File: src/stlb_pkg.sv
// Codeword layout is fixed at 63 data bits plus 8 ECC bits; widths here must match every RAM.
package stlb_pkg;

	localparam int VPN_W      = 27;
	localparam int PPN_W      = 35;
	localparam int TAG_DATA_W = 1 + VPN_W + PPN_W;
	localparam int CHECK_W    = 7;
	localparam int TAG_CODE_W = TAG_DATA_W + CHECK_W + 1;

	// Entry data is {valid, vpn, ppn} from the top bit down.
	localparam int VALID_BIT = TAG_DATA_W - 1;
	localparam int VPN_LSB   = PPN_W;

	typedef enum logic {
		REFILL_WRITE = 1'b0,
		REFILL_INVAL = 1'b1
	} stlb_refill_op_e;

	typedef enum logic [1:0] {
		INJECT_NONE   = 2'd0,
		INJECT_SINGLE = 2'd1,
		INJECT_DOUBLE = 2'd2
	} stlb_inject_e;

	typedef enum logic [1:0] {
		ECC_CLEAN     = 2'd0,
		ECC_CORRECTED = 2'd1,
		ECC_UNCORR    = 2'd2
	} stlb_ecc_e;

	typedef enum logic {
		LK_EMPTY = 1'b0,
		LK_WAIT  = 1'b1
	} stlb_lookup_state_e;

	// ############################################################
	// SECDED over a Hamming code. Codeword bit p is Hamming position p for
	// p = 1..70, power-of-two positions carry check bits, bit 0 is overall parity.
	// ############################################################

	function automatic logic [TAG_CODE_W-1:0] ecc_encode(input logic [TAG_DATA_W-1:0] data);
		logic [TAG_CODE_W-1:0] code;
		logic                  chk;
		int                    d;
		code = '0;
		d = 0;
		for (int p = 1; p < TAG_CODE_W; p++) begin
			if ((p & (p - 1)) != 0) begin
				code[p] = data[d];
				d++;
			end
		end
		for (int c = 0; c < CHECK_W; c++) begin
			chk = 1'b0;
			for (int p = 1; p < TAG_CODE_W; p++) begin
				if (((p >> c) & 1) != 0) begin
					chk = chk ^ code[p];
				end
			end
			code[1 << c] = chk;
		end
		code[0] = ^code[TAG_CODE_W-1:1];
		return code;
	endfunction

	function automatic void ecc_decode(
		input  logic [TAG_CODE_W-1:0] code,
		output logic [TAG_DATA_W-1:0] data,
		output stlb_ecc_e             status
	);
		logic [TAG_CODE_W-1:0] fixed;
		logic [CHECK_W-1:0]    syndrome;
		logic                  parity_err;
		int                    d;
		fixed = code;
		syndrome = '0;
		for (int c = 0; c < CHECK_W; c++) begin
			for (int p = 1; p < TAG_CODE_W; p++) begin
				if (((p >> c) & 1) != 0) begin
					syndrome[c] = syndrome[c] ^ code[p];
				end
			end
		end
		parity_err = ^code;
		if (parity_err) begin
			// A zero syndrome here means the parity bit itself flipped.
			status = ECC_CORRECTED;
			if (syndrome < TAG_CODE_W) begin
				fixed[syndrome] = ~fixed[syndrome];
			end
		end else if (syndrome != '0) begin
			status = ECC_UNCORR;
		end else begin
			status = ECC_CLEAN;
		end
		data = '0;
		d = 0;
		for (int p = 1; p < TAG_CODE_W; p++) begin
			if ((p & (p - 1)) != 0) begin
				data[d] = fixed[p];
				d++;
			end
		end
	endfunction

endpackage
File: src/stlb_top.sv
// Tag side only; entries are undefined after reset, so every index must be invalidated before use.
`timescale 1ns/1ps

module stlb_top import stlb_pkg::*; #(
	parameter int INDEX_W = 3
) (
	input  logic             clk,
	input  logic             rst_n,
	input  logic             refill_valid,
	input  stlb_refill_op_e  refill_op,
	input  logic [VPN_W-1:0] refill_vpn,
	input  logic [PPN_W-1:0] refill_ppn,
	input  stlb_inject_e     refill_inject,
	input  logic             lookup_req,
	input  logic [VPN_W-1:0] lookup_vpn,
	output logic             lookup_busy,
	output logic             resp_valid,
	output logic             resp_hit,
	output logic [PPN_W-1:0] resp_ppn,
	output stlb_ecc_e        resp_ecc
);

	logic                  wr_req;
	logic [INDEX_W-1:0]    wr_addr;
	logic [TAG_CODE_W-1:0] wr_code;
	logic                  rd_req;
	logic [INDEX_W-1:0]    rd_addr;
	logic                  rd_gnt;
	logic                  rd_data_valid;
	logic                  ram_cs;
	logic                  ram_we;
	logic [INDEX_W-1:0]    ram_addr;
	logic [TAG_CODE_W-1:0] ram_wdata;
	logic [TAG_CODE_W-1:0] ram_rdata;

	stlb_refill #(
		.INDEX_W (INDEX_W)
	) u_refill (
		.clk           (clk),
		.rst_n         (rst_n),
		.refill_valid  (refill_valid),
		.refill_op     (refill_op),
		.refill_vpn    (refill_vpn),
		.refill_ppn    (refill_ppn),
		.refill_inject (refill_inject),
		.wr_req        (wr_req),
		.wr_addr       (wr_addr),
		.wr_code       (wr_code)
	);

	stlb_lookup #(
		.INDEX_W (INDEX_W)
	) u_lookup (
		.clk           (clk),
		.rst_n         (rst_n),
		.lookup_req    (lookup_req),
		.lookup_vpn    (lookup_vpn),
		.lookup_busy   (lookup_busy),
		.rd_req        (rd_req),
		.rd_addr       (rd_addr),
		.rd_gnt        (rd_gnt),
		.rd_data_valid (rd_data_valid),
		.ram_rdata     (ram_rdata),
		.resp_valid    (resp_valid),
		.resp_hit      (resp_hit),
		.resp_ppn      (resp_ppn),
		.resp_ecc      (resp_ecc)
	);

	stlb_ram_arbiter #(
		.INDEX_W (INDEX_W)
	) u_arbiter (
		.clk           (clk),
		.rst_n         (rst_n),
		.wr_req        (wr_req),
		.wr_addr       (wr_addr),
		.wr_code       (wr_code),
		.rd_req        (rd_req),
		.rd_addr       (rd_addr),
		.rd_gnt        (rd_gnt),
		.rd_data_valid (rd_data_valid),
		.ram_cs        (ram_cs),
		.ram_we        (ram_we),
		.ram_addr      (ram_addr),
		.ram_wdata     (ram_wdata)
	);

	stlb_tag_ecc_ram #(
		.INDEX_W (INDEX_W)
	) u_tag_ram (
		.clk       (clk),
		.ram_cs    (ram_cs),
		.ram_we    (ram_we),
		.ram_addr  (ram_addr),
		.ram_wdata (ram_wdata),
		.ram_rdata (ram_rdata)
	);

endmodule

File: src/stlb_lookup.sv
// Source must not strobe lookup_req while lookup_busy is high; responses return in request order.
`timescale 1ns/1ps

module stlb_lookup import stlb_pkg::*; #(
	parameter int INDEX_W = 3
) (
	input  logic                  clk,
	input  logic                  rst_n,
	input  logic                  lookup_req,
	input  logic [VPN_W-1:0]      lookup_vpn,
	output logic                  lookup_busy,
	output logic                  rd_req,
	output logic [INDEX_W-1:0]    rd_addr,
	input  logic                  rd_gnt,
	input  logic                  rd_data_valid,
	input  logic [TAG_CODE_W-1:0] ram_rdata,
	output logic                  resp_valid,
	output logic                  resp_hit,
	output logic [PPN_W-1:0]      resp_ppn,
	output stlb_ecc_e             resp_ecc
);

	stlb_lookup_state_e    state_a;
	logic [VPN_W-1:0]      vpn_a;
	logic [VPN_W-1:0]      vpn_b;
	logic                  accept;
	logic [TAG_DATA_W-1:0] dec_data;
	stlb_ecc_e             dec_status;
	logic                  dec_hit;

	// ############################################################
	// Stage A holds the request until the arbiter grants the read
	// ############################################################

	assign lookup_busy = (state_a == LK_WAIT) & ~rd_gnt;
	assign accept      = lookup_req & ~lookup_busy;
	assign rd_req      = (state_a == LK_WAIT);
	assign rd_addr     = vpn_a[INDEX_W-1:0];

	always_ff @(posedge clk or negedge rst_n) begin
		if (!rst_n) begin
			state_a <= LK_EMPTY;
		end else begin
			if (accept) begin
				state_a <= LK_WAIT;
			end else if (rd_gnt) begin
				state_a <= LK_EMPTY;
			end
		end
	end

	always_ff @(posedge clk) begin
		if (accept) begin
			vpn_a <= lookup_vpn;
		end
	end

	// ############################################################
	// Stage B travels with the read, stage C checks the codeword
	// ############################################################

	always_ff @(posedge clk) begin
		if (rd_gnt) begin
			vpn_b <= vpn_a;
		end
	end

	always_comb begin
		ecc_decode(ram_rdata, dec_data, dec_status);
	end

	// An uncorrectable entry can't be trusted, so it always misses.
	assign dec_hit = dec_data[VALID_BIT] &&
		(dec_data[VPN_LSB +: VPN_W] == vpn_b) &&
		(dec_status != ECC_UNCORR);

	always_ff @(posedge clk or negedge rst_n) begin
		if (!rst_n) begin
			resp_valid <= 1'b0;
		end else begin
			resp_valid <= rd_data_valid;
		end
	end

	always_ff @(posedge clk) begin
		if (rd_data_valid) begin
			resp_hit <= dec_hit;
			resp_ppn <= dec_data[PPN_W-1:0];
			resp_ecc <= dec_status;
		end
	end

endmodule

File: src/stlb_refill.sv
// Never stalls; the write reaches the RAM one cycle after refill_valid and overrides any read.
`timescale 1ns/1ps

module stlb_refill import stlb_pkg::*; #(
	parameter int INDEX_W = 3
) (
	input  logic                  clk,
	input  logic                  rst_n,
	input  logic                  refill_valid,
	input  stlb_refill_op_e       refill_op,
	input  logic [VPN_W-1:0]      refill_vpn,
	input  logic [PPN_W-1:0]      refill_ppn,
	input  stlb_inject_e          refill_inject,
	output logic                  wr_req,
	output logic [INDEX_W-1:0]    wr_addr,
	output logic [TAG_CODE_W-1:0] wr_code
);

	stlb_refill_op_e       r_op;
	stlb_inject_e          r_inject;
	logic [VPN_W-1:0]      r_vpn;
	logic [PPN_W-1:0]      r_ppn;
	logic [TAG_DATA_W-1:0] entry;
	logic [TAG_CODE_W-1:0] code;

	always_ff @(posedge clk or negedge rst_n) begin
		if (!rst_n) begin
			wr_req <= 1'b0;
		end else begin
			wr_req <= refill_valid;
		end
	end

	always_ff @(posedge clk) begin
		if (refill_valid) begin
			r_op     <= refill_op;
			r_inject <= refill_inject;
			r_vpn    <= refill_vpn;
			r_ppn    <= refill_ppn;
		end
	end

	// An invalidate stores an all-zero entry, which is also a valid codeword.
	assign entry = (r_op == REFILL_WRITE) ? {1'b1, r_vpn, r_ppn} : '0;
	assign code  = ecc_encode(entry);

	always_comb begin
		wr_code = code;
		case (r_inject)
			INJECT_SINGLE: wr_code[0] = ~code[0];
			INJECT_DOUBLE: wr_code[1:0] = ~code[1:0];
			default: wr_code = code;
		endcase
	end

	assign wr_addr = r_vpn[INDEX_W-1:0];

endmodule

File: src/stlb_ram_arbiter.sv
// Fixed priority, refill writes always win; a lookup read can be starved by continuous refills.
`timescale 1ns/1ps

module stlb_ram_arbiter import stlb_pkg::*; #(
	parameter int INDEX_W = 3
) (
	input  logic                  clk,
	input  logic                  rst_n,
	input  logic                  wr_req,
	input  logic [INDEX_W-1:0]    wr_addr,
	input  logic [TAG_CODE_W-1:0] wr_code,
	input  logic                  rd_req,
	input  logic [INDEX_W-1:0]    rd_addr,
	output logic                  rd_gnt,
	output logic                  rd_data_valid,
	output logic                  ram_cs,
	output logic                  ram_we,
	output logic [INDEX_W-1:0]    ram_addr,
	output logic [TAG_CODE_W-1:0] ram_wdata
);

	logic rd_pending;

	// ############################################################
	// Port selection
	// ############################################################

	assign rd_gnt    = rd_req & ~wr_req;
	assign ram_cs    = wr_req | rd_req;
	assign ram_we    = wr_req;
	assign ram_addr  = wr_req ? wr_addr : rd_addr;
	assign ram_wdata = wr_code;

	// The RAM answers a granted read on the following cycle.
	always_ff @(posedge clk or negedge rst_n) begin
		if (!rst_n) begin
			rd_pending <= 1'b0;
		end else begin
			rd_pending <= rd_gnt;
		end
	end

	assign rd_data_valid = rd_pending;

endmodule

File: src/stlb_tag_ecc_ram.sv
// Single port, read data valid one cycle after a read; array has no reset and powers up unknown.
`timescale 1ns/1ps

module stlb_tag_ecc_ram import stlb_pkg::*; #(
	parameter int INDEX_W = 3
) (
	input  logic                  clk,
	input  logic                  ram_cs,
	input  logic                  ram_we,
	input  logic [INDEX_W-1:0]    ram_addr,
	input  logic [TAG_CODE_W-1:0] ram_wdata,
	output logic [TAG_CODE_W-1:0] ram_rdata
);

	localparam int DEPTH = 2 ** INDEX_W;

	logic [TAG_CODE_W-1:0] mem [DEPTH];

	// Write and read share the port. Read data holds its value until the next read.
	always_ff @(posedge clk) begin
		if (ram_cs) begin
			if (ram_we) begin
				mem[ram_addr] <= ram_wdata;
			end else begin
				ram_rdata <= mem[ram_addr];
			end
		end
	end

endmodule

File: config.mk
export PLATFORM = sky130hd
export DESIGN_NAME = stlb_top
export DESIGN_NICKNAME = d
export VERILOG_FILES = /design/src/stlb_pkg.sv /design/src/stlb_top.sv /design/src/stlb_lookup.sv /design/src/stlb_refill.sv /design/src/stlb_ram_arbiter.sv /design/src/stlb_tag_ecc_ram.sv
export SDC_FILE = /design/constraint.sdc
export NUM_CORES = 1
export LEC_CHECK = 0
export ABC_AREA = 0
export BUFFER_PORTS_ARGS = -buffer_cell sky130_fd_sc_hd__buf_2
export CAP_MARGIN = 20
export CELL_PAD_IN_SITES_DETAIL_PLACEMENT = 1
export CELL_PAD_IN_SITES_GLOBAL_PLACEMENT = 1
export CORE_UTILIZATION = 45
export CTS_BUF_LIST = sky130_fd_sc_hd__clkbuf_8
export DETAILED_ROUTE_END_ITERATION = 10
export HOLD_SLACK_MARGIN = 0.05
export PLACE_DENSITY = 0.71
export SETUP_SLACK_MARGIN = 0.02
export SYNTH_ARGS = -nofsm -noshare
export SYNTH_HDL_FRONTEND = slang
export SYNTH_SLANG_ARGS = --single-unit
File: constraint.sdc
create_clock -name clk -period 12.9 [get_ports clk]
set_input_delay 0.645 -clock clk [delete_from_list [all_inputs] [get_ports clk]]
set_output_delay 0.645 -clock clk [all_outputs]
set_load 0.005 [all_outputs]
## Word level (Yosys, flattened, before mapping)

Memory sizes are Yosys's and may differ from the RTL's. A register that Yosys moved wholly into a read port is not among the register bits.
Index checks and enable logic that the tools add are counted.

- Register bits after elaboration: 161
- Bits in writable memories: 568
- Input port bits: 96
- Output and inout port bits: 40
- Logic and storage cells: 452
- Memories kept: 1

- Order comparisons: 3
- Eq/ne operators: 4
- Mux-type cells: 18
- Bitwise gates (word level): 405
- Reduce and logical (&&, ||, !) cells: 8

Memories:

| memory | depth | bits a word | rd ports | clocked after Yosys merged registers in | wr ports | line | source |
|---|---|---|---|---|---|---|---|
| u_tag_ram.mem | 8 | 71 | 1 | 1 | 1 | stlb_tag_ecc_ram.sv:17 | `logic [TAG_CODE_W-1:0] mem [DEPTH];` |

Operators with widths:

| operator | number |
|---|---|
| XOR 1 bit | 395 |
| 2-to-1 mux 71 bit | 2 |
| bitwise mux 71 bit | 1 |
| parity 71 bit | 1 |
| parity 70 bit | 1 |
| 2-to-1 mux 63 bit | 1 |
| == test 27 bit | 1 |
| less-than comparator 7 x 8 -> 1 bit (second input constant) | 1 |
| 2-to-1 mux 1 bit | 8 |
| binary-select mux 1 bit (select 7 bit) | 1 |
| demux 1 bit (select 7 bit) | 1 |
| greater-or-equal comparator 7 x 1 -> 1 bit (second input constant) | 1 |
| less-than comparator 7 bit (second input constant) | 1 |
| nonzero test 7 bit | 1 |
| NOT 1 bit | 5 |
| 2-to-1 mux 2 bit | 2 |
| AND 1 bit | 3 |
| logical AND 1 bit | 3 |
| 2-to-1 mux 3 bit | 1 |
| == test 2 x 1 -> 1 bit (second input constant) | 1 |
| == test 2 bit (second input constant) | 1 |
| != test 2 bit (second input constant) | 1 |
| NOT 2 bit | 1 |
| one-hot mux 1 bit (2 select lines) | 1 |
| other kinds (3) | 3 |

## Depth between registers and ports, before layout

- Depth in word-level cells: 44
- Mapped depth: 16
- Gate-level depth less buffers: 12

## Hierarchy

A second synthesis with hierarchy kept.

- Cell total of the unflattened synthesis: 1882
- Area, all modules: 34838.4 µm²

By module, submodules not included:

| module | times used | cells each | area an instance (µm²) |
|---|---|---|---|
| stlb_tag_ecc_ram | 1 | 906 | 23481.3 |
| stlb_lookup | 1 | 609 | 6890.4 |
| stlb_refill | 1 | 289 | 3852.4 |
| stlb_ram_arbiter | 1 | 78 | 614.3 |

## Worst setup path after synthesis

No wires, ideal clock.

- Path type: register to register
- Start: register u_refill.wr_req
- End: memory u_tag_ram.mem[1][0] (netlist name) (enable)
- Arrival: 5.592 ns
- Slack: 6.721 ns
- Cell stages (with the launch flop): 4
- Path buffers: 1
- Clock period less this slack: 6.179 ns
- Path through: dfrtp_1 > clkbuf_1 > nand2_1 > nor3_1

- Word-level cells in the longest chain between the ends: 3
- Elaborated cells between the ends (all ways): 5

RTL lines:

| element | line | source |
|---|---|---|
| start, declared | stlb_refill.sv:14 | `output logic wr_req,` |
| start signal, assigned | stlb_refill.sv:30 | `wr_req <= refill_valid;` |
| 2-to-1 mux 1 bit / bitwise OR 1 bit (equally long branches) | stlb_tag_ecc_ram.sv:22, stlb_ram_arbiter.sv:29 |  |
| 2-to-1 mux 1 bit | stlb_tag_ecc_ram.sv:21 | `if (ram_cs) begin` |
| 2-to-1 mux 1 bit (not written as such) | stlb_tag_ecc_ram.sv:23 | `mem[ram_addr] <= ram_wdata;` |
| end, declared | stlb_tag_ecc_ram.sv:17 |  |

Several ways; a longest one is shown, not always the timed one.

## Final worst setup path

- Start: register u_tag_ram.ram_rdata[69], read port of u_tag_ram.mem
- End: register u_lookup.resp_hit, data pin

- Word-level cells in the longest chain between the ends: 12
- Elaborated cells between the ends (all ways): 25

RTL lines:

| element | line | source |
|---|---|---|
| start, declared | stlb_tag_ecc_ram.sv:12 | `output logic [TAG_CODE_W-1:0] ram_rdata` |
| XOR 1 bit (2 in series) | stlb_pkg.sv:80 | `syndrome[c] = syndrome[c] ^ code[p];` |
| less-than comparator 7 x 8 -> 1 bit (not written as such) / greater-or-equal comparator 7 x 1 -> 1 bit (equally long branches) | stlb_pkg.sv:89 | `fixed[syndrome] = ~fixed[syndrome];` |
| logical AND 1 bit (not written as such) | stlb_pkg.sv:89 |  |
| 2-to-1 mux 1 bit (not written as such) | stlb_pkg.sv:89 |  |
| demux 1 bit (select 7 bit) | n/a |  |
| bitwise mux 71 bit | stlb_pkg.sv:89 |  |
| 2-to-1 mux 71 bit | stlb_pkg.sv:88 | `if (syndrome < TAG_CODE_W) begin` |
| 2-to-1 mux 71 bit | stlb_pkg.sv:85 | `if (parity_err) begin` |
| == test 27 bit | stlb_lookup.sv:74 | `(dec_data[VPN_LSB +: VPN_W] == vpn_b) &&` |
| logical AND 1 bit | stlb_lookup.sv:73 | `assign dec_hit = dec_data[VALID_BIT] &&` |
| logical AND 1 bit * | stlb_lookup.sv:74 |  |
| net u_lookup.dec_hit | stlb_lookup.sv:29 | `logic dec_hit;` |
| end signal, assigned | stlb_lookup.sv:87 | `resp_hit <= dec_hit;` |
| end, declared | stlb_lookup.sv:18 | `output logic resp_hit,` |

Mark *: on every way through the listed nets, which the timed path passes. The rest lies on a longest branch. The select of a mux whose other input is x is not followed.
A chain may end at the register's enable or synchronous reset.

==> out/qor.yml <==
final_antenna_net_count: 0
drive_above_1_share_pct: 13.02
hold_viol_final: 0
synth_edf_count: 796
yosysUniqueCellTypes: 73
synth_top_family_by_area: "simple AND/OR/NAND/NOR gates"
grt_pass1_vias: 24220
cp_max_fo: 37
crit_arrival_ns: 6.37
grt_pass1_wl_um: 157100
htreeDepth: 4
use_met1_pct: 36.96
critPathSlowestCell: "a21boi_4"
ys.flop_type: "edfxtp_1"
tightest_slew_ns: 1.187
seq_area_frac_synth_pct: 69.00
crit_chain: "xnor3_1 -> xnor3_1 -> xor3_2 -> xnor3_2 -> buf_4 -> mux2_1 -> a22oi_1 -> o21ai_0 -> a311oi_2 -> a21boi_4 -> mux2i_1 -> a2111oi_2"
busiest_layer: "met2"
critPathCaptureType: "flop"
period_share_pct: 44.84
synth_most_common_cell: "edfxtp_1"
setup_violations: 0
post_drt_wl_per_cell_um: 25.72
synth_mux_area_share_pct: 2.320
hp-class: "primary input to flop"
clkLatencyLatePin_ns: 0.79
syn_to_final_growth_pct: 14.87
grt.met2_usage_pct: 44.77
drc: 0
routed_wl_um: 106200
cts_buffer_depth: 3
critPathLaunchType: "flop"
synth_common_cells: "edfxtp_1, nand2_1, nand3_1"
track_usage_pct: 27.42
instances_no_fill: 4128
io_buffers: 135
timing.setup.tns_ns: 0
die_y_um: 280.0
postCtsHoldBufs: 92
post-cts-setup-buffers: 0
syn_inst: 2740
cts_tree: "built"
core_um2: 76200
ys_seq_elements: 800
fmax_mhz: 172.9
die_w_um: 280.0
clock-root-buffer: "clkbuf_8"
antenna_found_initial: 5
syn_area_per_cell_um2: 12.70
yosysTopAreaCellShare_pct: 68.72
slew_violations: 0
slew_headroom_pct: 20.02
synth_fp_nets: 2838
grtUsageMet3_pct: 4.338
power_density_nw_per_um2: 234.5
min_period_ns: 5.784
synth-simple-area-share_pct: 15.32
place_congestion: 0.9417
start_util_pct: 45.65
leakage_nw: 13.98
clk_pin_slew_ns: 0.06
status: "completed"
maxCapViolCount: 0
clock-sinks: 800
peakVddDrop_v: 0.0003509
first_pass_iters: 5
nets: 3094
ys_warn_count: 0
crit_buf_inv: 1
crit_family: "compound AO/OA/AOI/OAI gates"
synth_xor_xnor_area_share_pct: 7.910
fin_skew_ns: 0.03368
path_class: "flop to flop"
ios: 136
path_common_cell: "xnor3_1"
synth-async-reset-ratio_pct: 0.5000
synthAdderAreaFrac_pct: 0.07194
critPathMaxStageDelay_ns: 0.82
fp-row-count: 101
ctsResizeCount: 0
dr.first_iter.drc_count: 2084
power.total_mw: 9.370
worstPathRequired_ns: 13.49
rsz0062_at_grt: "no"
via_per_inst: 5.600
synth_area_leaders: "edfxtp_1, nand2_1, xnor2_1"
vias: 23120
syn_area_um2: 34780
fill_cells: 7786
gr-total-overflow: 0
cts-buffers-inserted: 134
synth_largest_area_cell: "edfxtp_1"
die_area_um2: 78410
grt_max_degree: 196
synth_compound_area_share_pct: 3.518
hpwl_um: 66280
dp.cells: 3798
-- power breakdown --
part | internal (mW) | switching, mW | leakage (nW) | total (mW)
logic | 1.23 | 2.75 | 5.77 | 3.99
clock network | 1.06 | 1.03 | 1.37 | 2.09
registers | 3.18 | 0.117 | 6.84 | 3.29
-- registers in the layout (all words and copies together), names as in the netlist --
name and count:
u_arbiter.rd_data_valid 1, u_lookup.rd_req 1, u_lookup.resp_ecc 2, u_lookup.resp_hit 1
u_lookup.resp_ppn 35, u_lookup.resp_valid 1, u_lookup.vpn_a 27, u_lookup.vpn_b 27
u_refill.r_inject 2, u_refill.r_op 1, u_refill.r_ppn 35, u_refill.r_vpn 27
u_refill.wr_req 1, u_tag_ram.mem 568, u_tag_ram.ram_rdata 71
-- placed cells by master, fill, tap and decap left out, drive strengths merged, types with 6 or more instances in the layout --
cell type	n
xor2	45
a22oi	7
xnor2	243
mux2i	30
a31oi	16
and2	14
clkinv	50
o221ai	9
dlygate4sd3	92
a2111oi	6
nand3	368
nand2	693
nor3	11
o22ai	7
nand2b	6
nor2	32
mux2	41
clkbuf	140
a21oi	27
or3	6
xnor3	8
buf	174
edfxtp	796
inv	58
o21ai	80
nor2b	66
-- per-stage QoR --
stage | hold slack (ns) | util [%] | area [um^2] | worst slack, ns
detailed placement | 0.3950 | 48.04 | 36610 | 7.157
global placement | 0.3746 | 48.03 | 36600 | 7.217
finish | 0.1067 | 52.44 | 39960 | 7.116
floorplan | 0.3494 | - | 34780 | 6.721
CTS | 0.05273 | 52.43 | 39950 | 7.147
global route | 0.06471 | 52.43 | 39950 | 6.819
-- routing by layer --
| metal | wire length [um] | up-vias |
|---|---|---|
| met1 | 45440 | 11860 |
| li1 | - | 10310 |
| met2 | 51290 | 749 |
| met3 | 6045 | 201 |
| met4 | 3393 | 0 |
| met5 | 0 | - |
-- cell families (layout without fill, tap and decap cells) --
kind of cell	after synthesis	in the layout
AND/OR/NAND/NOR	1214	1214
flip-flops	800	800
XOR/XNOR	298	298
AO/OA/AOI/OAI	189	189
buffers and inverters	164	520
multiplexers	73	73
adder cells (fa/ha/maj)	2	2
other	0	2
-- final timing paths --
| check | startpoint | slack, ns | cells after the start | endpoint |
|---|---|---|---|---|
| setup / recovery | u_tag_ram.ram_rdata[69]$_DFFE_PP_ | 7.12 | 12 | u_lookup.resp_hit$_DFFE_PP_ |
| hold / removal | refill_vpn[9] | 0.11 | 1 | u_refill.r_vpn[9]$_DFFE_PP_ |
| setup reg to reg | u_tag_ram.ram_rdata[69]$_DFFE_PP_ | 7.12 | 12 | u_lookup.resp_hit$_DFFE_PP_ |
| hold reg to reg | u_lookup.vpn_a[22]$_DFFE_PP_ | 0.40 | 0 | u_lookup.vpn_b[22]$_DFFE_PP_ |
| max in group asynchronous | rst_n | 12.56 | 2 | u_arbiter.rd_data_valid$_DFF_PN0_ |
| min in group asynchronous | rst_n | 0.22 | 2 | u_refill.wr_req$_DFF_PN0_ |
-- layout make-up --
class,instances,area (um^2),share of cell area [%]
inverters,18,67.56,0.1691
repair buffers,266,1904,4.766
clock buffers,140,1927,4.822
clock inverters,96,495.5,1.240
flip-flops and latches,800,24000,60.07
diodes,2,5.005,0.01253
multi-input cells,1776,10270,25.69
well taps,1030,1289,3.225
Power figures use the tool's default switching activity.
